==> src/hdl/kiwi_cfg.svh <==
// Constants for one fixed board with a 24 MHz clk and a 256x224 visible screen

`ifndef KIWI_CFG_SVH
`define KIWI_CFG_SVH

// cen6 = clk * CEN_N / CEN_M
`define CEN_N       1
`define CEN_M       4

// Video timing in pixels and lines
`define H_TOTAL     384
`define H_ACTIVE    256
`define HS_START    296
`define HS_END      327
`define V_TOTAL     264
`define V_ACTIVE    224
`define VS_START    240
`define VS_END      243

// Address widths
`define MAIN_AW     13
`define SHR_AW      11
`define VRAM_AW     11
`define PAL_AW      8

// Main CPU memory map
`define VRAM_BASE   13'h0000
`define PAL_BASE    13'h0800
`define SHR_BASE    13'h1000
`define VCTRL_ADDR  13'h1800

`endif

==> src/hdl/kiwi_frac_cen.sv <==
// Enables are one clk wide and registered so all of them stay low during and right after reset

`timescale 1ns/1ps
`include "kiwi_cfg.svh"

module kiwi_frac_cen (
    input  logic clk,
    input  logic rst,
    output logic cen12,
    output logic cen6,
    output logic cen3,
    output logic cen1p5
);

// Steps of twice the cen6 ratio so cen12 comes out of the same sum
localparam logic [3:0] STEP  = 4'(2 * `CEN_N);
localparam logic [3:0] LIMIT = 4'(`CEN_M);

logic [3:0] acc;
logic [3:0] sum;
// Counts cen12 pulses to pick out the slower enables
logic [2:0] cnt;

assign sum = acc + STEP;

always_ff @(posedge clk) begin
    if (rst) begin
        acc    <= 4'd0;
        cnt    <= 3'd0;
        cen12  <= 1'b0;
        cen6   <= 1'b0;
        cen3   <= 1'b0;
        cen1p5 <= 1'b0;
    end else begin
        cen12  <= 1'b0;
        cen6   <= 1'b0;
        cen3   <= 1'b0;
        cen1p5 <= 1'b0;
        if (sum >= LIMIT) begin
            acc    <= sum - LIMIT;
            cnt    <= cnt + 3'd1;
            cen12  <= 1'b1;
            // Slower enables only on pulses shared with the faster ones
            cen6   <= ~cnt[0];
            cen3   <= cnt[1:0] == 2'd0;
            cen1p5 <= cnt == 3'd0;
        end else begin
            acc <= sum;
        end
    end
end

endmodule

==> config.mk <==
export PLATFORM = sky130hd
export DESIGN_NAME = kiwi_frac_cen
export DESIGN_NICKNAME = d
export VERILOG_FILES = /design/src/hdl/kiwi_frac_cen.sv
export VERILOG_INCLUDE_DIRS = /design/src /design/src/hdl
export SDC_FILE = /design/constraint.sdc
export NUM_CORES = 1
export LEC_CHECK = 0
export BUFFER_PORTS_ARGS = -buffer_cell sky130_fd_sc_hd__buf_2
export CORE_AREA = 2 2 39 41
export DETAILED_ROUTE_END_ITERATION = 16
export DIE_AREA = 0 0 41 43
export PLACE_DENSITY_LB_ADDON = 0.05
export SLEW_MARGIN = 10
export SYNTH_ARGS = -nofsm -noshare
export SYNTH_HDL_FRONTEND = slang
export SYNTH_SLANG_ARGS = --single-unit
==> constraint.sdc <==
create_clock -name clk -period 3.7 [get_ports clk]
set_input_delay 0.74 -clock clk [delete_from_list [all_inputs] [get_ports clk]]
set_output_delay 0.74 -clock clk [all_outputs]
set_load 0.02 [all_outputs]
* Word level (Yosys, flattened, before mapping)
Cells that the tools add are included.
** Storage, ports and cells
- Bits of input ports :: 2
- Register bits after elaboration :: 11
- Output and inout port bits :: 4
- Word-level logic and storage cells :: 17
** Cells by class
- Reduce and logical (&&, ||, !) cells :: 3
- Magnitude comparators :: 1
- Add/subtract/negate cells :: 3
- Multiplexer cells :: 2
- Bitwise operators :: 2
** Operators with widths (number)
- $add 4x2->4 const B :: 1
- $ge 4x3->1 const B :: 1
- $mux 4 :: 1
- $sub 4x3->4 const B :: 1
- $add 3x1->3 const B :: 1
- $logic_not 3->1 :: 1
- $logic_not 2->1 :: 1
- $not 1->1 :: 2
- $reduce_or 2->1 :: 1
- $mux 1 :: 1

* Depth between registers and ports, before layout
Gate-level depths: netlist of run 1.
- Depth in word-level cells :: 4
- Mapped depth :: 8
- Mapped depth without buffers :: 6

* Worst setup path before layout of run 1
Ideal clock, no wire load.
- Kind :: register to register
- Start point :: register acc[1]
- End point :: register acc[2]
- Setup slack :: 1.955 ns
- Path buffers :: 2
- Library setup time :: 0.062 ns
- Data required time :: 3.638 ns
- Stages on the path, launching flop included :: 9
- Arrival time :: 1.683 ns
- Cell sequence :: dfxtp_1 > ha_1 > xnor2_1 > buf_4 > ha_1 > buf_6 > inv_4 > or4_1 > nand3_1
** On the way
- Word-level cells in the longest chain between the ends :: 3
** RTL lines
- start: declaration :: line kiwi_frac_cen.sv:19 : logic [3:0] acc;
- start signal: assignment :: line kiwi_frac_cen.sv:40 : acc <= sum - LIMIT;
- start signal: assignment :: line kiwi_frac_cen.sv:48 : acc <= sum;
- $add 4x2->4 * :: line kiwi_frac_cen.sv:24 : assign sum = acc + STEP;
- $sub 4x3->4 / $ge 4x3->1 (equally long branches) :: line kiwi_frac_cen.sv:40, kiwi_frac_cen.sv:39
- $mux 4 * :: line kiwi_frac_cen.sv:39 : if (sum >= LIMIT) begin
Every way passes the cells marked *; elsewhere a longest branch is shown, timed or not.
A chain may end at the register's enable or synchronous reset.

* Worst setup path in the final report of run 1
Same ends and word-level chain as after synthesis.

==> impl_summary.txt, run 1 <==
----------------------------------------------------
[Drt]
  1st-iter DRT viols ... 4
  Total wire length ... 965 um
  Via density ... 5.41
  Antenna Violating Nets Remaining ... 0
  First-pass iteration count of the detailed router ... 4
  Routed wire per std cell ... 12.2 um
  Drt drc ... 0
  Via Count ... 427

[Timing]
  Final count of pins violating max slew ... 0
  Tightest hold margin ... 456 ps
  Achievable Freq ... around 0.51 GHz
  Final total negative setup slack ... 0 ps
  Final count of hold timing violations ... 0
  Remaining max-slew budget at the tightest pin ... between 70 and 80%
  Slew at the pin closest to its max-slew limit ... 372 ps
  Unrepaired setup endpoints after global routing ... no
  Part of the cycle the worst path needs ... 53.0%
  Final worst clock skew ... approximately 3 ps
  Final setup violation count ... 0
  Min Tclk post-route ... 1960 ps

[Synthesis]
  Area of the mapped netlist ... 536 um^2
  Share of the yosys chip area belonging to registers ... 37.4%
  Unique cell type count in the Yosys netlist ... 23
  Flip-flop and latch count after synthesis ... 10
  Average cell area after synthesis ... 9.39 um^2
  Number of standard cells after synthesis ... 57
  Synth Warn # ... 0
  Synth Net Count ... 64

[Finish]
  Final net count ... 72
  Layout cells sized above 1 ... 22.2%
  Most frequent standard cell in the layout excluding fill and tap cells ... dfxtp_1
  N_diodes ... 0
  Area growth syn-to-layout ... 9.11%
  Top library cells by usage in the layout, fill and taps aside ... dfxtp_1 (10), ha_1 (5), buf_2 (5), nand3_1 (4), nand4_1 (4)
  Post-layout instance area ... between 500 and 600 um^2
  Final cell count without fillers ... 79

[Global routing]
  Aggregate global-route resource usage ... 14.5%
  Largest net degree at the start of global routing ... 14
  First-pass GRT wire length ... 1690 um
  Vias in the first global route ... 392
  GR Layer Usage met3 ... roughly 4.7%
  Met2 Resource Use GR ... approximately 18%
  Gr ovfl total ... 0
  Global Route met1 Usage ... about a fifth
  Number of antenna violations at the first check in global routing ... 0
  Global-route layer with the greatest usage ... met1

[Critical path]
  Critical path cell sequence ... ha_1 > xnor2_1 > buf_4 > ha_1 > inv_4 > or4_1 > nand3_1
  Req. time, crit path ... ~3900 ps
  Kind of critical path ... register to register
  Dominant cell type by count on the critical path ... ha_1
  Max Fanout on Critical Path ... 11
  R2R cell count ... 7
  CP max stage cell ... or4_1
  Max incr delay on CP ... 470 ps
  Arrival @ worst endpoint ... 2160 ps
  Sort of element at the end of the critical path ... register
  Kind of start point of the critical path ... register

[Power]
  Post-layout total power ... 488 uW
  Internal power summed over all cells ... 285 uW
  Clock network fraction of design power ... roughly 15%
  Switching power ... 202 uW
  Power density over the cells ... 835 nW/um^2
  Proportion of power drawn by flip-flops and latches ... 35.4%
  Part of the total power dissipated in combinational logic ... 49.5%
  Maximum vdd ir drop ... between 0.2 and 0.3 mV
  Leak Pwr ... 0.000230 uW
  Switching part of the total power ... 41.5%

[Floorplan]
  Die width ... 41 um
  Height of the chip ... 43 um
  DIE AREA ... about 1800 um^2
  Standard-cell rows ... 14
  Boundary Pins ... 6
  Initial cell density of the core ... between 30 and 40%
  Area inside the core boundary ... roughly 1400 um^2

[Clocking]
  Post-CTS setup buffer count ... 0
  Sink Count ... 10
  TritonCTS clock tree ... done
  Post-CTS Hold Fix Bufs ... 0
  Number of cells upsized or downsized after cts ... 0
  Worst-Skew Late Latency ... 260 ps
  Clock slew at reported path FFs ... 60 ps
  Clk Tree Root Cell ... clkbuf_4
  Maximum buffer depth of the clock tree ... 2
  CTS HTree Levels ... 1
  Number of buffers created by CTS ... 3

[Outcome]
  Status ... completed

[Placement]
  Final weighted congestion in routability-driven placement ... about 0.81
  Post-place instance area ... 562 um^2
  Port Buffers ... 5
  Placed cell count ... 76
  HPWL after detailed placement ... ~680 um

[Job]
  Max-cap viol count ... 0

[Hold path]
  Hold crit path type ... register to register
  Number of stages on the worst hold path ... 1

----------------------------------------------------
## metal layers
layer	vias up	wire (um)
li1	224	-
met3	5	43
met5	-	0
met1	188	480
met4	0	36
met2	10	404
## critical path: cells and delay by family, from the launching register on
| kind | cells | cell delay [ps] |
|---|---|---|
| simple gates | 2 | 550 |
| flops | 1 | 330 |
| fa+ha+maj | 2 | 610 |
| buf+inv | 2 | 270 |
| xor+xnor | 1 | 150 |
## synth_stat cells
cell type | n | share of area (%)
nor3_1 | 2 | 1.9
nor2b_1 | 2 | 2.3
xnor2_1 | 1 | 1.6
inv_4 | 1 | 1.2
nor3b_1 | 3 | 4.2
inv_2 | 2 | 1.4
inv_1 | 3 | 2.1
a21oi_1 | 1 | 0.93
nor4b_2 | 1 | 2.8
buf_6 | 1 | 2.1
nor4b_1 | 2 | 3.3
buf_4 | 2 | 2.8
a311oi_1 | 1 | 1.6
ha_1 | 5 | 12
or4_1 | 1 | 1.4
dfxtp_1 | 10 | 37
nand3_1 | 4 | 3.7
o211ai_1 | 3 | 4.2
a31oi_1 | 3 | 3.5
o21a_1 | 1 | 1.4
nand4_1 | 4 | 4.7
nor2_1 | 3 | 2.1
a21oi_2 | 1 | 1.6
## power by group through the flow
stage / clock network, uW / registers [uW] / logic (uW)
6_report: 73.5 / 173 / 242
5_1_grt: 81.2 / 180 / 276
4_1_cts: 76.3 / 173 / 244
3_5_place_dp: 0 / 175 / 243
3_3_place_gp: 0 / 176 / 246
2_1_floorplan: 0 / 194 / 184
## metrics by stage
stage               setup WS (ps)  utilization, %
CTS                          1720            42.2
finish                       1740            42.2
global route                 1620            42.2
floorplan                    1950               -
global placement             1760            40.6
detailed placement           1750            40.6
## logic make-up (layout without fill, tap and decap cells)
family	Yosys count	after routing	share of synthesized area, %
flip-flops	10	10	37.4
adder cells (fa/ha/maj)	5	5	11.7
AND/OR/NAND/NOR	22	22	26.4
XOR/XNOR	1	1	1.64
AO/OA/AOI/OAI	10	10	13.3
buffers and inverters	9	15	9.58
## path summary, 6_finish.rpt
| check | startpoint | endpoint | slack, ps |
|---|---|---|---|
| worst min-delay path | acc[1]$_SDFF_PP0_ | acc[1]$_SDFF_PP0_ | 460 |
| worst max-delay path | acc[1]$_SDFF_PP0_ | acc[2]$_SDFF_PP0_ | 1740 |
| worst max register to register | acc[1]$_SDFF_PP0_ | acc[2]$_SDFF_PP0_ | 1740 |
| worst min register to register | acc[1]$_SDFF_PP0_ | acc[1]$_SDFF_PP0_ | 460 |
## cell type report
class / count / area (um^2)
Clock buffer: 3 / 22.5
Fill cell: 145 / 800
Inverter: 6 / 25.0
Multi-Input combinational cell: 38 / 284
Sequential cell: 10 / 200
Tap cell: 16 / 20.0
Timing Repair Buffer: 6 / 32.5
## registers in the layout (all words and copies together), names as in the netlist
| name | cells |
|---|---|
| cen1p5 | 1 |
| acc | 3 |
| cen12 | 1 |
| cen3 | 1 |
| cnt | 3 |
| cen6 | 1 |
Note: power is estimated with default switching activity, not from simulation.
==> run 2: changes to the inputs <==
--- a/config.mk
+++ b/config.mk
@@ -6,6 +6,7 @@
 export SDC_FILE = /design/constraint.sdc
 export NUM_CORES = 1
 export LEC_CHECK = 0
+export ABC_AREA = 1
 export BUFFER_PORTS_ARGS = -buffer_cell sky130_fd_sc_hd__buf_2
 export CORE_AREA = 2 2 39 41
 export DETAILED_ROUTE_END_ITERATION = 16
==> constraint.sdc (replaced) <==
create_clock -name clk -period 1.8 [get_ports clk]
set_input_delay 0.36 -clock clk [delete_from_list [all_inputs] [get_ports clk]]
set_output_delay 0.36 -clock clk [all_outputs]
set_load 0.02 [all_outputs]
==> impl_summary.txt, run 2 <==
----------------------------------------------------
[Hold path]
  Hold crit path type ... input pin to register

[Synthesis]
  Async set or reset register ratio after synthesis ... 0% (unchanged)
  Portion of netlist area occupied by mux cells ... 0% (unchanged)
  Top cell types by occurrence after synthesis ... inv_1 (11), nand2_1 (11), dfxtp_1 (10)
  Adder and majority gate portion of the synthesized area ... 13.3% (+1.6 points)
  Post-synthesis compound-gate area fraction ... 1.06% (-12 points)
  Most common flop cell mapped by yosys ... dfxtp_1
  XOR/XNOR share of the synthesized area ... 1.86% (+0.23 points)
  Synth top area share ... 42.6% (+5.2 points)
  Share of the yosys chip area belonging to registers ... 42.6% (+5.2 points)
  Top cells by area, synth ... dfxtp_1 (43%), ha_1 (13%), inv_1 (8.8%)
  Synth Net Count ... 68 (+6.3%)
  Area of the mapped netlist ... 470 um^2 (-12%)
  Number of standard cells after synthesis ... 61 (+7.0%)
  Unique cell type count in the Yosys netlist ... 11 (-52%)
  Number of enable flip-flop cells after synthesis ... 0 (unchanged)
  Main combinational cell family by area after synthesis ... simple AND/OR/NAND/NOR gates
  Cell accounting for the most synthesized area ... dfxtp_1
  Flip-flop and latch count after synthesis ... 10 (unchanged)
  Simple-gate share of the synthesized area ... 30.9% (+4.4 points)
  Average cell area after synthesis ... 7.71 um^2 (-18%)
  Synth Warn # ... 0 (unchanged)

[Job]
  Max-cap viol count ... 0 (unchanged)

[Drt]
  First-pass iteration count of the detailed router ... 4 (unchanged)
  Antenna Violating Nets Remaining ... 0 (unchanged)
  Via Count ... 352 (-18%)
  Via density ... 4.09 (-24%)
  1st-iter DRT viols ... 4 (unchanged)
  Routed wire per std cell ... 8.31 um (-32%)
  Drt drc ... 0 (unchanged)
  Total wire length ... 715 um (-26%)

[Timing]
  Part of the cycle the worst path needs ... 83.6% (+31 points)
  Final total negative setup slack ... 0 ps (unchanged)
  Min Tclk post-route ... 1500 ps (-457 ps)
  Final count of pins violating max slew ... 0 (unchanged)
  Unrepaired setup endpoints after global routing ... no
  Remaining max-slew budget at the tightest pin ... 86.4% (+11 points)
  Final worst clock skew ... 1.05 ps (-1.96 ps)
  Final count of hold timing violations ... 0 (unchanged)
  Achievable Freq ... 0.665 GHz (+30%)
  Slew at the pin closest to its max-slew limit ... 204 ps (-167 ps)
  Final setup violation count ... 0 (unchanged)

[Finish]
  Area growth syn-to-layout ... 17.3%
  N_diodes ... 0 (unchanged)
  Layout cells sized above 1 ... 24.3% (+2.1 points)
  Registers with the highest flip-flop counts ... acc x3, cnt x3
  Final cell count without fillers ... 86 (+8.9%)
  Final net count ... 78 (+8.3%)
  Top library cells by usage in the layout, fill and taps aside ... inv_1 (11), nand2_1 (11), dfxtp_1 (10), nor2_1 (9)

[Outcome]
  Status ... completed

[Clocking]
  Maximum buffer depth of the clock tree ... 2 (unchanged)
  Number of buffers created by CTS ... 3 (unchanged)
  Clock slew at reported path FFs ... 70 ps (about the same)
  Post-CTS setup buffer count ... 0 (unchanged)
  Worst-Skew Late Latency ... 260 ps (about the same)
  Number of cells upsized or downsized after cts ... 0 (unchanged)
  TritonCTS clock tree ... done
  CTS HTree Levels ... 1 (unchanged)
  Sink Count ... 10 (unchanged)
  Clk Tree Root Cell ... clkbuf_4
  Post-CTS Hold Fix Bufs ... 0 (unchanged)

[Floorplan]
  Area inside the core boundary ... 1380 um^2 (unchanged)
  Standard-cell rows ... 14 (unchanged)
  DIE AREA ... 1760 um^2 (unchanged)
  Boundary Pins ... 6 (unchanged)
  Height of the chip ... 43 um (unchanged)
  Die width ... 41 um (unchanged)
  Initial cell density of the core ... 34.0% (-4.7 points)

[Global routing]
  Aggregate global-route resource usage ... 11.3% (-3.2 points)
  First-pass GRT wire length ... 1280 um (-24%)
  Gr ovfl total ... 0 (unchanged)
  Vias in the first global route ... 326 (-17%)
  Number of antenna violations at the first check in global routing ... 0 (unchanged)
  Largest net degree at the start of global routing ... 7 (-7)

[Placement]
  Final weighted congestion in routability-driven placement ... 0.674 (-17%)
  Placed cell count ... 82 (+7.9%)
  Port Buffers ... 5 (unchanged)
  HPWL after detailed placement ... 577 um (-15%)

[Power]
  Maximum vdd ir drop ... 0.634 mV (+130%)
  Leak Pwr ... 0.000308 uW (+34%)
  Power density over the cells ... 1870 nW/um^2 (+120%)

[Critical path]
  Kind of start point of the critical path ... register
  Kind of critical path ... register to register
  Sort of element at the end of the critical path ... register
  Max Fanout on Critical Path ... 5 (-6)
  Req. time, crit path ... 1960 ps (-1940 ps)
  Arrival @ worst endpoint ... 1670 ps (-490 ps)

----------------------------------------------------
==> run 2: cell count changes after synthesis, sizes merged, moves of 4 or more <==
cell,delta
nand2,+15
nand4,-4
nor2,+6
inv,+7
==> run 2: metrics by stage <==
| stage | instance area (um^2) | total power, uW | worst slack, ps | hold WS (ps) | utilization [%] |
|---|---|---|---|---|---|
| after CTS | 552 | 1050 | 302 | 284 | 39.9 |
| after global routing | 552 | 1140 | 163 | 286 | 39.9 |
| after global placement | 515 | 847 | 336 | 437 | 37.3 |
| after detailed placement | 515 | 839 | 318 | 447 | 37.3 |
| after floorplan | 470 | 740 | 452 | 421 | - |
| final | 552 | 1030 | 296 | 286 | 39.9 |
==> run 2: area by class of cell <==
| type | instances | area (um^2) |
|---|---|---|
| Tap cell | 16 | 20.0 |
| Timing Repair Buffer | 5 | 25.0 |
| Clock buffer | 4 | 36.3 |
| Fill cell | 147 | 832 |
| Multi-Input combinational cell | 38 | 221 |
| Sequential cell | 10 | 200 |
| Inverter | 13 | 48.8 |
==> run 2: per-layer routing <==
metal	global-route usage, %	share of wire (%)	vias to the layer above
li1	-	-	202
met1	15.2	52	140
met2	13.8	42	8
met3	3.14	5.0	2
met4	10.0	1.4	0
met5	0	0	-
==> run 2: worst max-delay path, stage by stage (launching register included) <==
cell     delay (ps)
dfxtp_1         370
ha_1            200
inv_1            70
nand2_2          70
nand2_1          50
ha_1            260
nand2_1         150
nand2_2          80
nor2_1          100
nor2_1           50
==> run 2: final timing paths <==
| kind | depth (start not counted) | to | startpoint | slack [ps] |
|---|---|---|---|---|
| worst max-delay path | 9 | cnt[2]$_SDFFE_PP0P_ | acc[1]$_SDFF_PP0_ | 300 |
| worst min-delay path | 2 | acc[1]$_SDFF_PP0_ | rst | 290 |
| worst max register to register | 9 | cnt[2]$_SDFFE_PP0P_ | acc[1]$_SDFF_PP0_ | 300 |
| worst min register to register | 1 | acc[1]$_SDFF_PP0_ | acc[1]$_SDFF_PP0_ | 460 |
==> run 2: logic make-up after synthesis <==
kind of cell / Yosys count
XOR/XNOR: 1
flip-flops: 10
AND/OR/NAND/NOR: 31
buffers and inverters: 13
adder cells (fa/ha/maj): 5
AO/OA/AOI/OAI: 1
==> run 2: report_power, final <==
part	total, uW	internal, uW	switching [uW]
clock network	201	123	77.9
registers	353	311	41.5
logic	477	182	296
total	1030	616	415
