`src/hdl/kiwi_cfg.svh`:
```
// Constants for one fixed board with a 24 MHz clk and a 256x224 visible screen

`ifndef KIWI_CFG_SVH
`define KIWI_CFG_SVH

// cen6 = clk * CEN_N / CEN_M
`define CEN_N       1
`define CEN_M       4

// Video timing in pixels and lines
`define H_TOTAL     384
`define H_ACTIVE    256
`define HS_START    296
`define HS_END      327
`define V_TOTAL     264
`define V_ACTIVE    224
`define VS_START    240
`define VS_END      243

// Address widths
`define MAIN_AW     13
`define SHR_AW      11
`define VRAM_AW     11
`define PAL_AW      8

// Main CPU memory map
`define VRAM_BASE   13'h0000
`define PAL_BASE    13'h0800
`define SHR_BASE    13'h1000
`define VCTRL_ADDR  13'h1800

`endif

```
`src/hdl/kiwi_pkg.sv`:
```
// Shared types for the board core and the bus_req_t address width follows MAIN_AW

`include "kiwi_cfg.svh"

package kiwi_pkg;

// CPU access passed from the main bus to the memory blocks
typedef struct packed {
    logic [`MAIN_AW-1:0] addr;
    logic [7:0]          wdata;
    logic                we;
} bus_req_t;

// Raster position and blanking/sync flags
typedef struct packed {
    logic [8:0] hdump;
    logic [8:0] vdump;
    logic       lhbl;
    logic       lvbl;
    logic       hs;
    logic       vs;
} vid_timing_t;

// Main CPU address decode result
typedef enum logic [2:0] {
    REG_VRAM,
    REG_PAL,
    REG_SHR,
    REG_VCTRL,
    REG_NONE
} region_e;

// Shared RAM owner for the current access
typedef enum logic [1:0] {
    ARB_IDLE,
    ARB_MAIN,
    ARB_SUB
} arb_state_e;

endpackage

```
`src/hdl/kiwi_main_bus.sv`:
```
// Main CPU Wishbone slave that serves one access at a time and holds cyc/stb until ack

`timescale 1ns/1ps
`include "kiwi_cfg.svh"

module kiwi_main_bus import kiwi_pkg::*; (
    input  logic                clk,
    input  logic                rst,
    input  logic                main_wb_cyc,
    input  logic                main_wb_stb,
    input  logic                main_wb_we,
    input  logic [`MAIN_AW-1:0] main_wb_adr,
    input  logic [7:0]          main_wb_dat_w,
    output logic [7:0]          main_wb_dat_r,
    output logic                main_wb_ack,
    output bus_req_t            shr_req,
    output logic                shr_valid,
    input  logic                shr_ack,
    input  logic [7:0]          shr_rdata,
    output bus_req_t            vid_req,
    output logic                vram_sel,
    output logic                pal_sel,
    input  logic [7:0]          vid_rdata,
    output logic                flip,
    output logic                vid_en
);

typedef enum logic {BUS_IDLE, BUS_BUSY} bus_state_e;

bus_state_e st;
bus_req_t   req;
region_e    region;
logic [7:0] vctrl;
logic       fix_ack;
logic       shr_done;
logic       start;

function automatic logic in_win(input logic [`MAIN_AW-1:0] a,
                                input logic [`MAIN_AW-1:0] base, input int aw);
    logic [`MAIN_AW-1:0] ofs;
    ofs = a - base;
    return int'(ofs) < (1 << aw);
endfunction

function automatic region_e decode(input logic [`MAIN_AW-1:0] a);
    if (in_win(a, `VRAM_BASE, `VRAM_AW))
        return REG_VRAM;
    else if (in_win(a, `PAL_BASE, `PAL_AW))
        return REG_PAL;
    else if (in_win(a, `SHR_BASE, `SHR_AW))
        return REG_SHR;
    else if (a == `VCTRL_ADDR)
        return REG_VCTRL;
    else
        return REG_NONE;
endfunction

// No new request while the previous ack is still on the bus
assign start    = main_wb_cyc & main_wb_stb & ~main_wb_ack & (st == BUS_IDLE);
assign shr_done = (st == BUS_BUSY) & (region == REG_SHR) & shr_ack;

assign main_wb_ack = fix_ack | shr_done;
assign shr_req     = req;
assign vid_req     = req;
assign shr_valid   = (st == BUS_BUSY) & (region == REG_SHR);
assign vram_sel    = (st == BUS_BUSY) & (region == REG_VRAM);
assign pal_sel     = (st == BUS_BUSY) & (region == REG_PAL);
assign flip        = vctrl[0];
assign vid_en      = vctrl[1];

always_ff @(posedge clk) begin
    if (start)
        req <= '{addr: main_wb_adr, wdata: main_wb_dat_w, we: main_wb_we};
end

always_ff @(posedge clk) begin
    if (rst) begin
        st      <= BUS_IDLE;
        region  <= REG_NONE;
        fix_ack <= 1'b0;
        vctrl   <= 8'd0;
    end else begin
        fix_ack <= 1'b0;
        case (st)
            BUS_IDLE: begin
                if (start) begin
                    st     <= BUS_BUSY;
                    region <= decode(main_wb_adr);
                end
            end
            default: begin
                if (region != REG_SHR) begin
                    // Fixed path, video data is ready by now
                    fix_ack <= 1'b1;
                    st      <= BUS_IDLE;
                    if (region == REG_VCTRL && req.we)
                        vctrl <= req.wdata;
                end else if (shr_ack) begin
                    st <= BUS_IDLE;
                end
            end
        endcase
    end
end

always_comb begin
    case (region)
        REG_VRAM, REG_PAL: main_wb_dat_r = vid_rdata;
        REG_SHR:           main_wb_dat_r = shr_rdata;
        REG_VCTRL:         main_wb_dat_r = vctrl;
        default:           main_wb_dat_r = 8'hFF;
    endcase
end

endmodule

```
`config.mk`:
```
export PLATFORM = sky130hd
export DESIGN_NAME = kiwi_main_bus
export DESIGN_NICKNAME = d
export VERILOG_FILES = /design/src/hdl/kiwi_pkg.sv /design/src/hdl/kiwi_main_bus.sv
export VERILOG_INCLUDE_DIRS = /design/src /design/src/hdl
export SDC_FILE = /design/constraint.sdc
export NUM_CORES = 1
export LEC_CHECK = 0
export ABC_CLOCK_PERIOD_IN_PS = 2880
export BUFFER_PORTS_ARGS = -buffer_cell sky130_fd_sc_hd__buf_2
export CAP_MARGIN = 20
export CORE_MARGIN = 2
export CORE_UTILIZATION = 47
export DETAILED_ROUTE_END_ITERATION = 6
export HOLD_SLACK_MARGIN = 0.05
export MAX_ROUTING_LAYER = met4
export PLACE_DENSITY_LB_ADDON = 0.3
export SLEW_MARGIN = 20
export SYNTH_ARGS = -nofsm -noshare
export SYNTH_HDL_FRONTEND = slang
export SYNTH_SLANG_ARGS = --single-unit
```
`constraint.sdc`:
```
create_clock -name clk -period 2.88 [get_ports clk]
set_clock_uncertainty 0.15 [all_clocks]
set_input_delay 0.288 -clock clk [delete_from_list [all_inputs] [get_ports clk]]
set_output_delay 0.288 -clock clk [all_outputs]
set_load 0.01 [all_outputs]
```
After elaboration in Yosys (flattened, before gate mapping). Index checks and enable logic that the tools add are counted.

Bits in registers: 35. Output and inout bits: 58. Logic and storage cells: 43.

$add $sub $neg: 2. Order comparisons: 3. Equal/unequal tests: 5. Mux-type cells: 10. Bitwise operators: 10. Reductions and logical operators: 6.

Operator list (count): $lt A13 B12 Y1 const B (2); $pmux W8 S3 (1); $eq A13 B13 Y1 const B (1); $lt A13 B9 Y1 const B (1); $sub A13 B12 Y13 const B (1); $sub A13 B13 Y13 const B (1); $mux W3 (4); $and A1 B1 Y1 (7); $eq A3 B2 Y1 const B (2); $mux W1 (5); $reduce_or A2 Y1 (2); $eq A3 B1 Y1 const B (1); $logic_not A3 Y1 (1); $ne A3 B2 Y1 const B (1); $reduce_and A3 Y1 (1); $not A1 Y1 (2); $reduce_and A2 Y1 (1); $logic_and A1 B1 Y1 (1); $or A1 B1 Y1 (1).

Logic depth before layout (Yosys ltp). Gate-level depths: netlist of run 1.

Depth in word-level cells: 9. Gate-level depth with buffers: 5.

Least setup slack after synthesis of run 1. Ideal clock, no wire load.

Path kind: flip-flop to output port. From: register region[0]. To: output port main_wb_dat_r[0]. Data arrival time: 1083 ps. Required time: 2442 ps. Slack: 1359 ps. Stages on the path, launching flop included: 6. Path buffers: 2. Cells stage by stage: dfxtp_1 -> buf_6 -> buf_6 -> mux2i_1 -> a21oi_1 -> or2_2.

Longest elaborated chain between the ends: 3. Elaborated cells on any way between the ends: 6. Those cells by class: eq/ne (3); mux (1); reduce/logical (2).

Ends and longest elaborated chain: start, declared (RTL line kiwi_main_bus.sv:32) `region_e region;`; start signal, assigned (RTL line kiwi_main_bus.sv:88) `region <= decode(main_wb_adr);`; $eq A3 B1 Y1 or $logic_not A3 Y1 (tied branches) (RTL line kiwi_main_bus.sv:107) `case (region)`; $reduce_or A2 Y1 (RTL line kiwi_main_bus.sv:107); $pmux W8 S3 * (RTL line kiwi_main_bus.sv:107); end, declared (RTL line kiwi_main_bus.sv:14) `output logic [7:0] main_wb_dat_r,`.

Every way passes the cells marked *; elsewhere a longest branch is shown, timed or not.

Worst setup path in the final report of run 1.
From: register region[0]. To: output port main_wb_dat_r[1].

The elaborated chain is that of the path after synthesis.

==> results of run 1 <==
flip-flops by register name, indices dropped and copies added, names as in the netlist:
name	count
region	3
shr_req	22
vctrl	8
st	1
fix_ack	1
cells in the mapped netlist, types with 2 or more instances:
cell type,number,area share [%]
dfxtp_1,13,15
o21ai_0,8,2.3
nand2_1,2,0.44
nor3b_1,3,1.3
clkbuf_1,2,0.44
inv_1,3,0.65
buf_6,2,1.3
nor4_2,2,1.5
nand3_1,8,2.3
nor3_1,2,0.58
edfxtp_1,22,38
buf_2,3,0.87
buf_4,22,9.6
nor2_1,8,1.7
mux2i_1,10,5.8
a21oi_1,18,5.2
nand2b_1,2,0.73
or2_2,8,2.9
layout make-up:
| type | instances | area [um^2] |
|---|---|---|
| clock buffer | 7 | 55.1 |
| clock inverter | 1 | 5.00 |
| fill | 288 | 1070 |
| inverter | 4 | 16.3 |
| multi-input combinational | 83 | 568 |
| sequential | 35 | 921 |
| tap | 46 | 57.6 |
| timing repair buffer | 122 | 721 |
layer usage:
metal	track usage, %	share of wire (%)
met2	34.5	51
met5	-	0
met4	6.38	1.4
met3	5.56	6.2
met1	24.8	42
power breakdown:
group | switching (mW) | internal (mW) | total, mW | leakage, nW
clock | 0.153 | 0.118 | 0.272 | 0.0353
sequential | 0.0153 | 0.552 | 0.567 | 0.310
combinational | 0.0662 | 0.0778 | 0.144 | 0.638
total | 0.235 | 0.748 | 0.983 | 0.983
through the flow:
step | hold WS, ns | cell area, um^2 | worst slack [ns] | cells
after floorplan | 0.210 | 1720 | 1.36 | 152
after global placement | 0.315 | 2060 | 1.01 | 268
after detailed placement | 0.316 | 2060 | 1.00 | 268
after CTS | 0.0742 | 2340 | 0.614 | 298
after global routing | 0.0835 | 2340 | 0.455 | 298
final | 0.0810 | 2340 | 0.625 | 298
kinds of logic (layout without fill, tap and decap cells):
logic type / after synthesis / after routing / share of synthesized area [%]
AOI/OAI and AO/OA: 30 / 30 / 9.61
buffers and inverters: 34 / 134 / 13.4
DFF: 35 / 35 / 53.6
muxes: 10 / 10 / 5.82
and+or+nand+nor: 43 / 43 / 17.6
worst max-delay path, delay by kind of cell (launching register included):
family / cells / cell delay (ns)
mux: 1 / 0.26
simple gates: 1 / 0.29
compound gates: 1 / 0.08
buf+inv: 1 / 0.14
flops: 1 / 0.72
worst max path at each step:
stage / startpoint / endpoint / slack (ns) / cells after the start
floorplan: region[0] / main_wb_dat_r[0] / 1.36 / 5
global placement: region[0] / main_wb_dat_r[5] / 1.01 / 4
detailed placement: region[0] / main_wb_dat_r[6] / 1.00 / 4
CTS: region[0] / main_wb_dat_r[2] / 0.61 / 4
global route: region[0] / main_wb_dat_r[0] / 0.45 / 4
finish: region[0] / main_wb_dat_r[1] / 0.62 / 4
==> results.cfg, run 1 <==
[timing]
finalMaxSlewViolations = 0
finalWorstPathRequiredPeriod_ns = 2.26
setup_total_neg_slack_ns = 0
setup_violations = 0
final-hold-violation-count = 0
actual_slew_at_the_worst_max_slew_pin_ns = 0.703
grt_setup_unrepaired = false
clock.fmax_mhz = 443
finalCritPeriodShare_pct = 78.3
tightest_slew_margin_relative_to_the_limit_pct = 53.1

[drt]
wl_mm = 3.95
wire_per_inst_um = 13.2
route.vias.total = 1475
drt_first_pass_iters = 4
detail_route.drc_violations = 0
drc_violation_total_after_the_first_tritonroute_iteration = 35
vias_per_cell = 4.95
drt.antenna.violating_nets = 0

[critical_path]
maximum_net_fanout_on_the_critical_path = 15
startpoint_type = flip-flop
critical_path_class = reg -> out
number_of_cell_instances_on_the_worst_register_to_register_path = 3
slowest_stage = dfxtp_1
worstPathCellList = mux2i_1, a21oi_1, or2_2, buf_2
worst-endpoint-required_ns = 2.44
setup.worst_path.end_class = output pin
r2r_slack_ns = 1.09
crit_arrival_ns = 1.82
launch_instance_of_the_worst_register_to_register_path = region[1]
crit-reg2reg-capture = vctrl[7]
cpPeakStageDelay_ns = 0.72

[global_routing]
largest_net_degree_at_the_start_of_global_routing = 27
antenna_found_initial = 0
grt_first_pass_wirelength_mm = 6.34
global_route_overflow = 0
globalRouteTotalUtil_pct = 20.7
number_of_global_route_vias_before_repair = 1382

[layout]
layout.cells.most_common = buf_2
antenna_cells = 0
drive_above_1_share_pct = 48.0
finish.utilization_pct = 68.6
most-common-layout-cells = buf_2, dlygate4sd3_1, edfxtp_1
final_net_count = 294
area_growth_pct = 36.3

[worst_hold_path]
holdCritStartpoint = shr_ack
hp-class = in -> reg
whs_path_depth = 3
min_to = st

[synth]
syn-mean-instance-area_um2 = 11.3
synth-seq-cells = 35
synth.lib_cells_used.distinct = 32
synth_edf_count = 22
synth.yosys.seq_area_share_pct = 53.6
yosys_most_used_dff = edfxtp_1
area_of_the_mapped_netlist_um2 = 1720
ys.warnings.count = 0
synth_nets = 195
async_reset_ff_share_pct = 0
synth_cells = 152

[clock_tree]
holdBufCountCts = 22
cts_buffers = 5
postCtsSetupBuffers = 0
clk_root_buffer_cell = clkbuf_4
htreeDepth = 2
clk_pin_slew_ns = 0.10
cts.path.max_buffers = 2
cts_tree = yes
clock_sink_count = 35
worst_skew_pair.late_latency_ns = 0.33
cts_resized = 0

[outcome]
run_status = completed

[floorplanning]
number_of_rows_in_the_core_area = 21
core-area_um2 = 3420
die_area_um2 = 4160
start_util_pct = 50.3
die_w_um = 64.5
dieHeight_um = 64.5
i_o_pin_cnt = 101

[pwr]
vdd.ir_drop.worst_uv = 313
report.power.total_uw = 983
power_per_cell_area_nw_per_um2 = 419
p_leak_nw = 0.983

[run]
max_cap_check_violation_count = 0

[placement]
input_output_buffers = 100
place_congestion = 0.758
dp_hpwl_mm = 2.70
No activity file was read; power rests on OpenSTA's default activity.
==> inputs of run 2 (changes only) <==
- ABC_CLOCK_PERIOD_IN_PS: 2880 -> 1840
- CORE_UTILIZATION: 47 -> 39
- clock period: 2.88 -> 1.84 ns (I/O delays scaled with it)
==> run 2 against run 1 <==
Against the previous run:
- hold slack better by 0.011 ns
- core utilization down 9.8 points
- total power up 71%
- critical path depth up 1
- first-iteration DRC count up 57%
- combinational power up 74%
- via count down 0.68%
- clock power up 100%
- clock-buffer cell count unchanged
- flip-flop and latch count unchanged
- wire length down 0.43%
- non-clock buffer count up 6
- largest cell class unchanged
==> results.cfg, run 2 (synthesis gave the netlist of run 1 again) <==
[pwr]
p_int_mw = 1.30
clockPowerShare_pct = 32.6
power.switching_fraction_pct = 22.6
p_leak_nw = 1.07
pwr-share-seq_pct = 52.5
netSwitchingPower_uw = 380
power_per_cell_area_nw_per_um2 = 667
report.power.total_mw = 1.68
vdd.ir_drop.worst_uv = 477
comb_power_share_pct = 14.9

[critical_path]
worstPathBufferInverterCount = 3
critical_path_class = reg -> out
setup.worst_path.end_class = output pin
worstPathCellList = clkbuf_16, buf_4, and4bb_2, a21o_1, buf_2
startpoint_type = flip-flop
worst-endpoint-required_ns = 1.51
crit_family = buffers and inverters
crit_arrival_ns = 1.46
slowest_stage = dfxtp_4
maximum_net_fanout_on_the_critical_path = 6
cpPeakStageDelay_ns = 0.36

[timing]
finalCritPeriodShare_pct = 97.3
finalWorstPathRequiredPeriod_ns = 1.79
grt_setup_unrepaired = false
fin_worst_hold_slack_ns = 0.0917
clock.fmax_mhz = 559
tightest_slew_margin_relative_to_the_limit_pct = 78.2
actual_slew_at_the_worst_max_slew_pin_ns = 0.326
setup_total_neg_slack_ns = 0
setup_violations = 0
finalMaxSlewViolations = 0
final-hold-violation-count = 0

[floorplanning]
core-area_um2 = 4290
number_of_rows_in_the_core_area = 24
start_util_pct = 40.0
die_area_um2 = 4960
dieHeight_um = 70.4
die_w_um = 70.4
i_o_pin_cnt = 101

[outcome]
run_status = completed

[clock_tree]
cts_tree = yes
clk_pin_slew_ns = 0.07
clock_sink_count = 35
clk_root_buffer_cell = clkbuf_8
cts_buffers = 5
cts.path.max_buffers = 2
worst_skew_pair.late_latency_ns = 0.28
htreeDepth = 2

[drt]
drc_violation_total_after_the_first_tritonroute_iteration = 55
wire_per_inst_um = 12.7
drt_first_pass_iters = 4
vias_per_cell = 4.73
drt.antenna.violating_nets = 0
detail_route.drc_violations = 0
route.vias.total = 1465
wl_mm = 3.93

[placement]
place_congestion = 0.786
input_output_buffers = 100
dp_hpwl_mm = 2.70

[global_routing]
global_route_overflow = 0
globalRouteTotalUtil_pct = 16.4
antenna_found_initial = 0
largest_net_degree_at_the_start_of_global_routing = 23
grt_first_pass_wirelength_mm = 6.20
number_of_global_route_vias_before_repair = 1367

[layout]
area_growth_pct = 46.9
largest_register_ff_count = 22
final_net_count = 300
antenna_cells = 0
most-common-layout-cells = buf_2, dlygate4sd3_1, edfxtp_1
layout.cells.most_common = buf_2
drive_above_1_share_pct = 49.6

[worst_hold_path]
hp-class = in -> reg

[run]
max_cap_check_violation_count = 0
[run 2: through the flow]
stage | setup slack, ns | instances | area [um^2] | util (%)
after detailed placement | 0.277 | 277 | 2090 | 48.7
final | 0.0501 | 310 | 2530 | 58.8
after floorplan | 0.390 | 152 | 1720 | -
after global routing | 0.00537 | 310 | 2530 | 58.8
after global placement | 0.285 | 277 | 2090 | 48.7
after CTS | 0.0144 | 308 | 2420 | 56.4
[run 2: routing by layer]
layer	track usage (%)	wire length, um	up-vias
met5	-	0	-
li1	-	-	736
met1	20.3	1650	670
met3	4.04	220	6
met2	26.1	2010	53
met4	5.98	53	0
[run 2: path summary, 6_finish.rpt]
path | end | start | slack (ns) | depth (start not counted)
setup / recovery | main_wb_ack | region[0] | 0.05 | 5
hold / removal | vctrl[4] | rst | 0.09 | 2
setup reg to reg | shr_req[4] | st | 0.30 | 3
hold reg to reg | vctrl[3] | vctrl[3] | 0.34 | 2
[run 2: worst register-to-register path, delay by kind of cell (launching register included)]
kind | cells | cell delay, ns
and+or+nand+nor | 1 | 0.25
DFF | 1 | 0.35
buffers and inverters | 2 | 0.49
[run 2: final cells by class]
type                    count  area, um^2
multi-input cells          83         586
repair buffers            128         842
fillers                   361        1770
inverters                   4        16.3
well taps                  52        65.1
flip-flops and latches     35         926
clock buffers               7        86.3
clock inverters             1        5.00
[run 2: repair_timing]
item                                   in CTS  in global routing
cloned                                      0                  1
setup endpoints to repair                   8                  9
gates resized for setup                     2                 18
endpoints found under the hold margin      24                  0
hold buffers                               23                  0
pin swaps                                   0                  5
buffers inserted                            0                  1
[run 2: power groups by stage]
stage / clock, mW / sequential [mW] / combinational [mW]
after floorplan: 0 / 0.906 / 0.106
after global placement: 0 / 0.901 / 0.197
after detailed placement: 0 / 0.901 / 0.197
after CTS: 0.563 / 0.885 / 0.235
after global routing: 0.597 / 0.889 / 0.273
final: 0.549 / 0.884 / 0.251
==> inputs of run 3 (changes only) <==
- CORE_UTILIZATION: 39 -> 35
==> run 3 against run 2 <==
Against the previous run:
- core utilization fell by 4.9 points
- total power fell by 0.39%
- setup slack improved by 0.027 ns
- first-iteration DRC count fell by 18%
- via count fell by 1.0%
- fmax rose by 1.5%
- largest power group unchanged
==> results.cfg, run 3 (synthesis gave the netlist of run 1 again) <==
[timing]
finalMaxSlewViolations = 0
setup_total_neg_slack_ns = 0
setup_violations = 0
final-hold-violation-count = 0
actual_slew_at_the_worst_max_slew_pin_ns = 0.359
finalWorstPathRequiredPeriod_ns = 1.76
fin_worst_hold_slack_ns = 0.101
finalCritPeriodShare_pct = 95.8
grt_setup_unrepaired = false
clock.fmax_mhz = 567
tightest_slew_margin_relative_to_the_limit_pct = 76.1

[critical_path]
crit-reg2reg-capture = vctrl[0]
setup.worst_path.end_class = output pin
startpoint_type = flip-flop
worst-endpoint-required_ns = 1.51
critical_path_class = reg -> out
number_of_cell_instances_on_the_worst_register_to_register_path = 6
maximum_net_fanout_on_the_critical_path = 5
r2r_slack_ns = 0.28
crit_arrival_ns = 1.43
launch_instance_of_the_worst_register_to_register_path = region[0]

[drt]
drt.antenna.violating_nets = 0
detail_route.drc_violations = 0
drc_violation_total_after_the_first_tritonroute_iteration = 45
route.vias.total = 1450
drt_first_pass_iters = 4
wire_per_inst_um = 12.2
vias_per_cell = 4.45
wl_mm = 3.98

[global_routing]
grt.met1_usage_pct = 18.4
grtUsageMet3_pct = 3.79
global_route_overflow = 0
use_met2_pct = 25.5
globalRouteTotalUtil_pct = 15.5
grt_max_usage_layer = met2
number_of_global_route_vias_before_repair = 1338
grt_first_pass_wirelength_mm = 6.13
largest_net_degree_at_the_start_of_global_routing = 23
antenna_found_initial = 0

[placement]
input_output_buffers = 100
placed_inst_area_um2 = 2120
place_congestion = 0.709
dp_hpwl_mm = 2.83

[floorplanning]
number_of_rows_in_the_core_area = 25
die_w_um = 74.1
i_o_pin_cnt = 101
core-area_um2 = 4720
dieHeight_um = 74.1
start_util_pct = 36.4
die_area_um2 = 5490

[layout]
post-route-cell-area_um2 = 2540
largest_register_ff_count = 22
most-common-layout-cells = buf_2, dlygate4sd3_1, edfxtp_1
area_growth_pct = 48.0
final_net_count = 301
drive_above_1_share_pct = 49.4
layout.cells.most_common = buf_2
antenna_cells = 0

[clock_tree]
clk_root_buffer_cell = clkbuf_8
clock_sink_count = 35
htreeDepth = 2
cts_buffers = 5
cts.path.max_buffers = 2
cts_tree = yes
clk_pin_slew_ns = 0.07
worst_skew_pair.late_latency_ns = 0.28

[outcome]
run_status = completed

[pwr]
vdd.ir_drop.worst_uv = 423
power_per_cell_area_nw_per_um2 = 659
p_leak_nw = 1.07
report.power.total_mw = 1.68

[worst_hold_path]
holdCritStartpoint = main_wb_stb
whs_path_depth = 3
hp-class = in -> reg
min_to = st

[run]
max_cap_check_violation_count = 0
run 3: changes by cell type in the layout (fill, tap and decap cells not counted), sizes merged:
cell / delta
buf: +2
clkbuf: -1
run 3: through the flow:
step,worst slack (ns),cells,utilization [%]
2_1_floorplan,0.390,152,-
3_3_place_gp,0.277,292,45.0
3_5_place_dp,0.266,292,45.0
4_1_cts,0.0296,326,52.3
5_1_grt,0.00619,326,53.9
6_report,0.0772,326,53.9
run 3: worst max-delay path by stage:
| stage | slack (ns) | from | endpoint |
|---|---|---|---|
| 2_1_floorplan | 0.39 | st | region[0] |
| 3_3_place_gp | 0.28 | region[0] | main_wb_dat_r[0] |
| 3_5_place_dp | 0.27 | region[0] | main_wb_dat_r[0] |
| 4_1_cts | 0.03 | region[0] | main_wb_dat_r[5] |
| 5_1_grt | 0.006 | region[0] | main_wb_ack |
| 6_report | 0.08 | region[0] | main_wb_ack |
run 3: worst max-delay path, cell delays in order (launching register included):
cell and delay, ns:
dfxtp_4 0.36, buf_6 0.13, buf_4 0.13, and4bb_2 0.30, a21o_1 0.14, buf_6 0.10
run 3: layer usage:
metal / wire (um) / up-vias
met3: 210 / 4
met2: 2060 / 52
met5: 0 / -
met1: 1670 / 655
li1: - / 739
met4: 44 / 0
run 3: report_power, final:
group          total, mW  internal (mW)  switching [mW]
clock network      0.540          0.299           0.241
logic              0.253          0.141           0.111
registers          0.885          0.864          0.0212
run 3: final cells by class:
class | count | area (um^2)
clock buffer | 7 | 86.3
tap | 67 | 83.8
inverter | 4 | 16.3
timing repair buffer | 129 | 846
multi-input combinational | 83 | 583
fill | 418 | 2180
clock inverter | 1 | 3.75
sequential | 35 | 926
run 3: timing repair:
action	4_1_cts	5_1_grt
buffers inserted	2	0
gates resized for setup	3	17
endpoints found under the setup margin	8	9
cloned	1	0
pin swaps	0	3
endpoints found under the hold margin	24	0
hold buffers	23	0
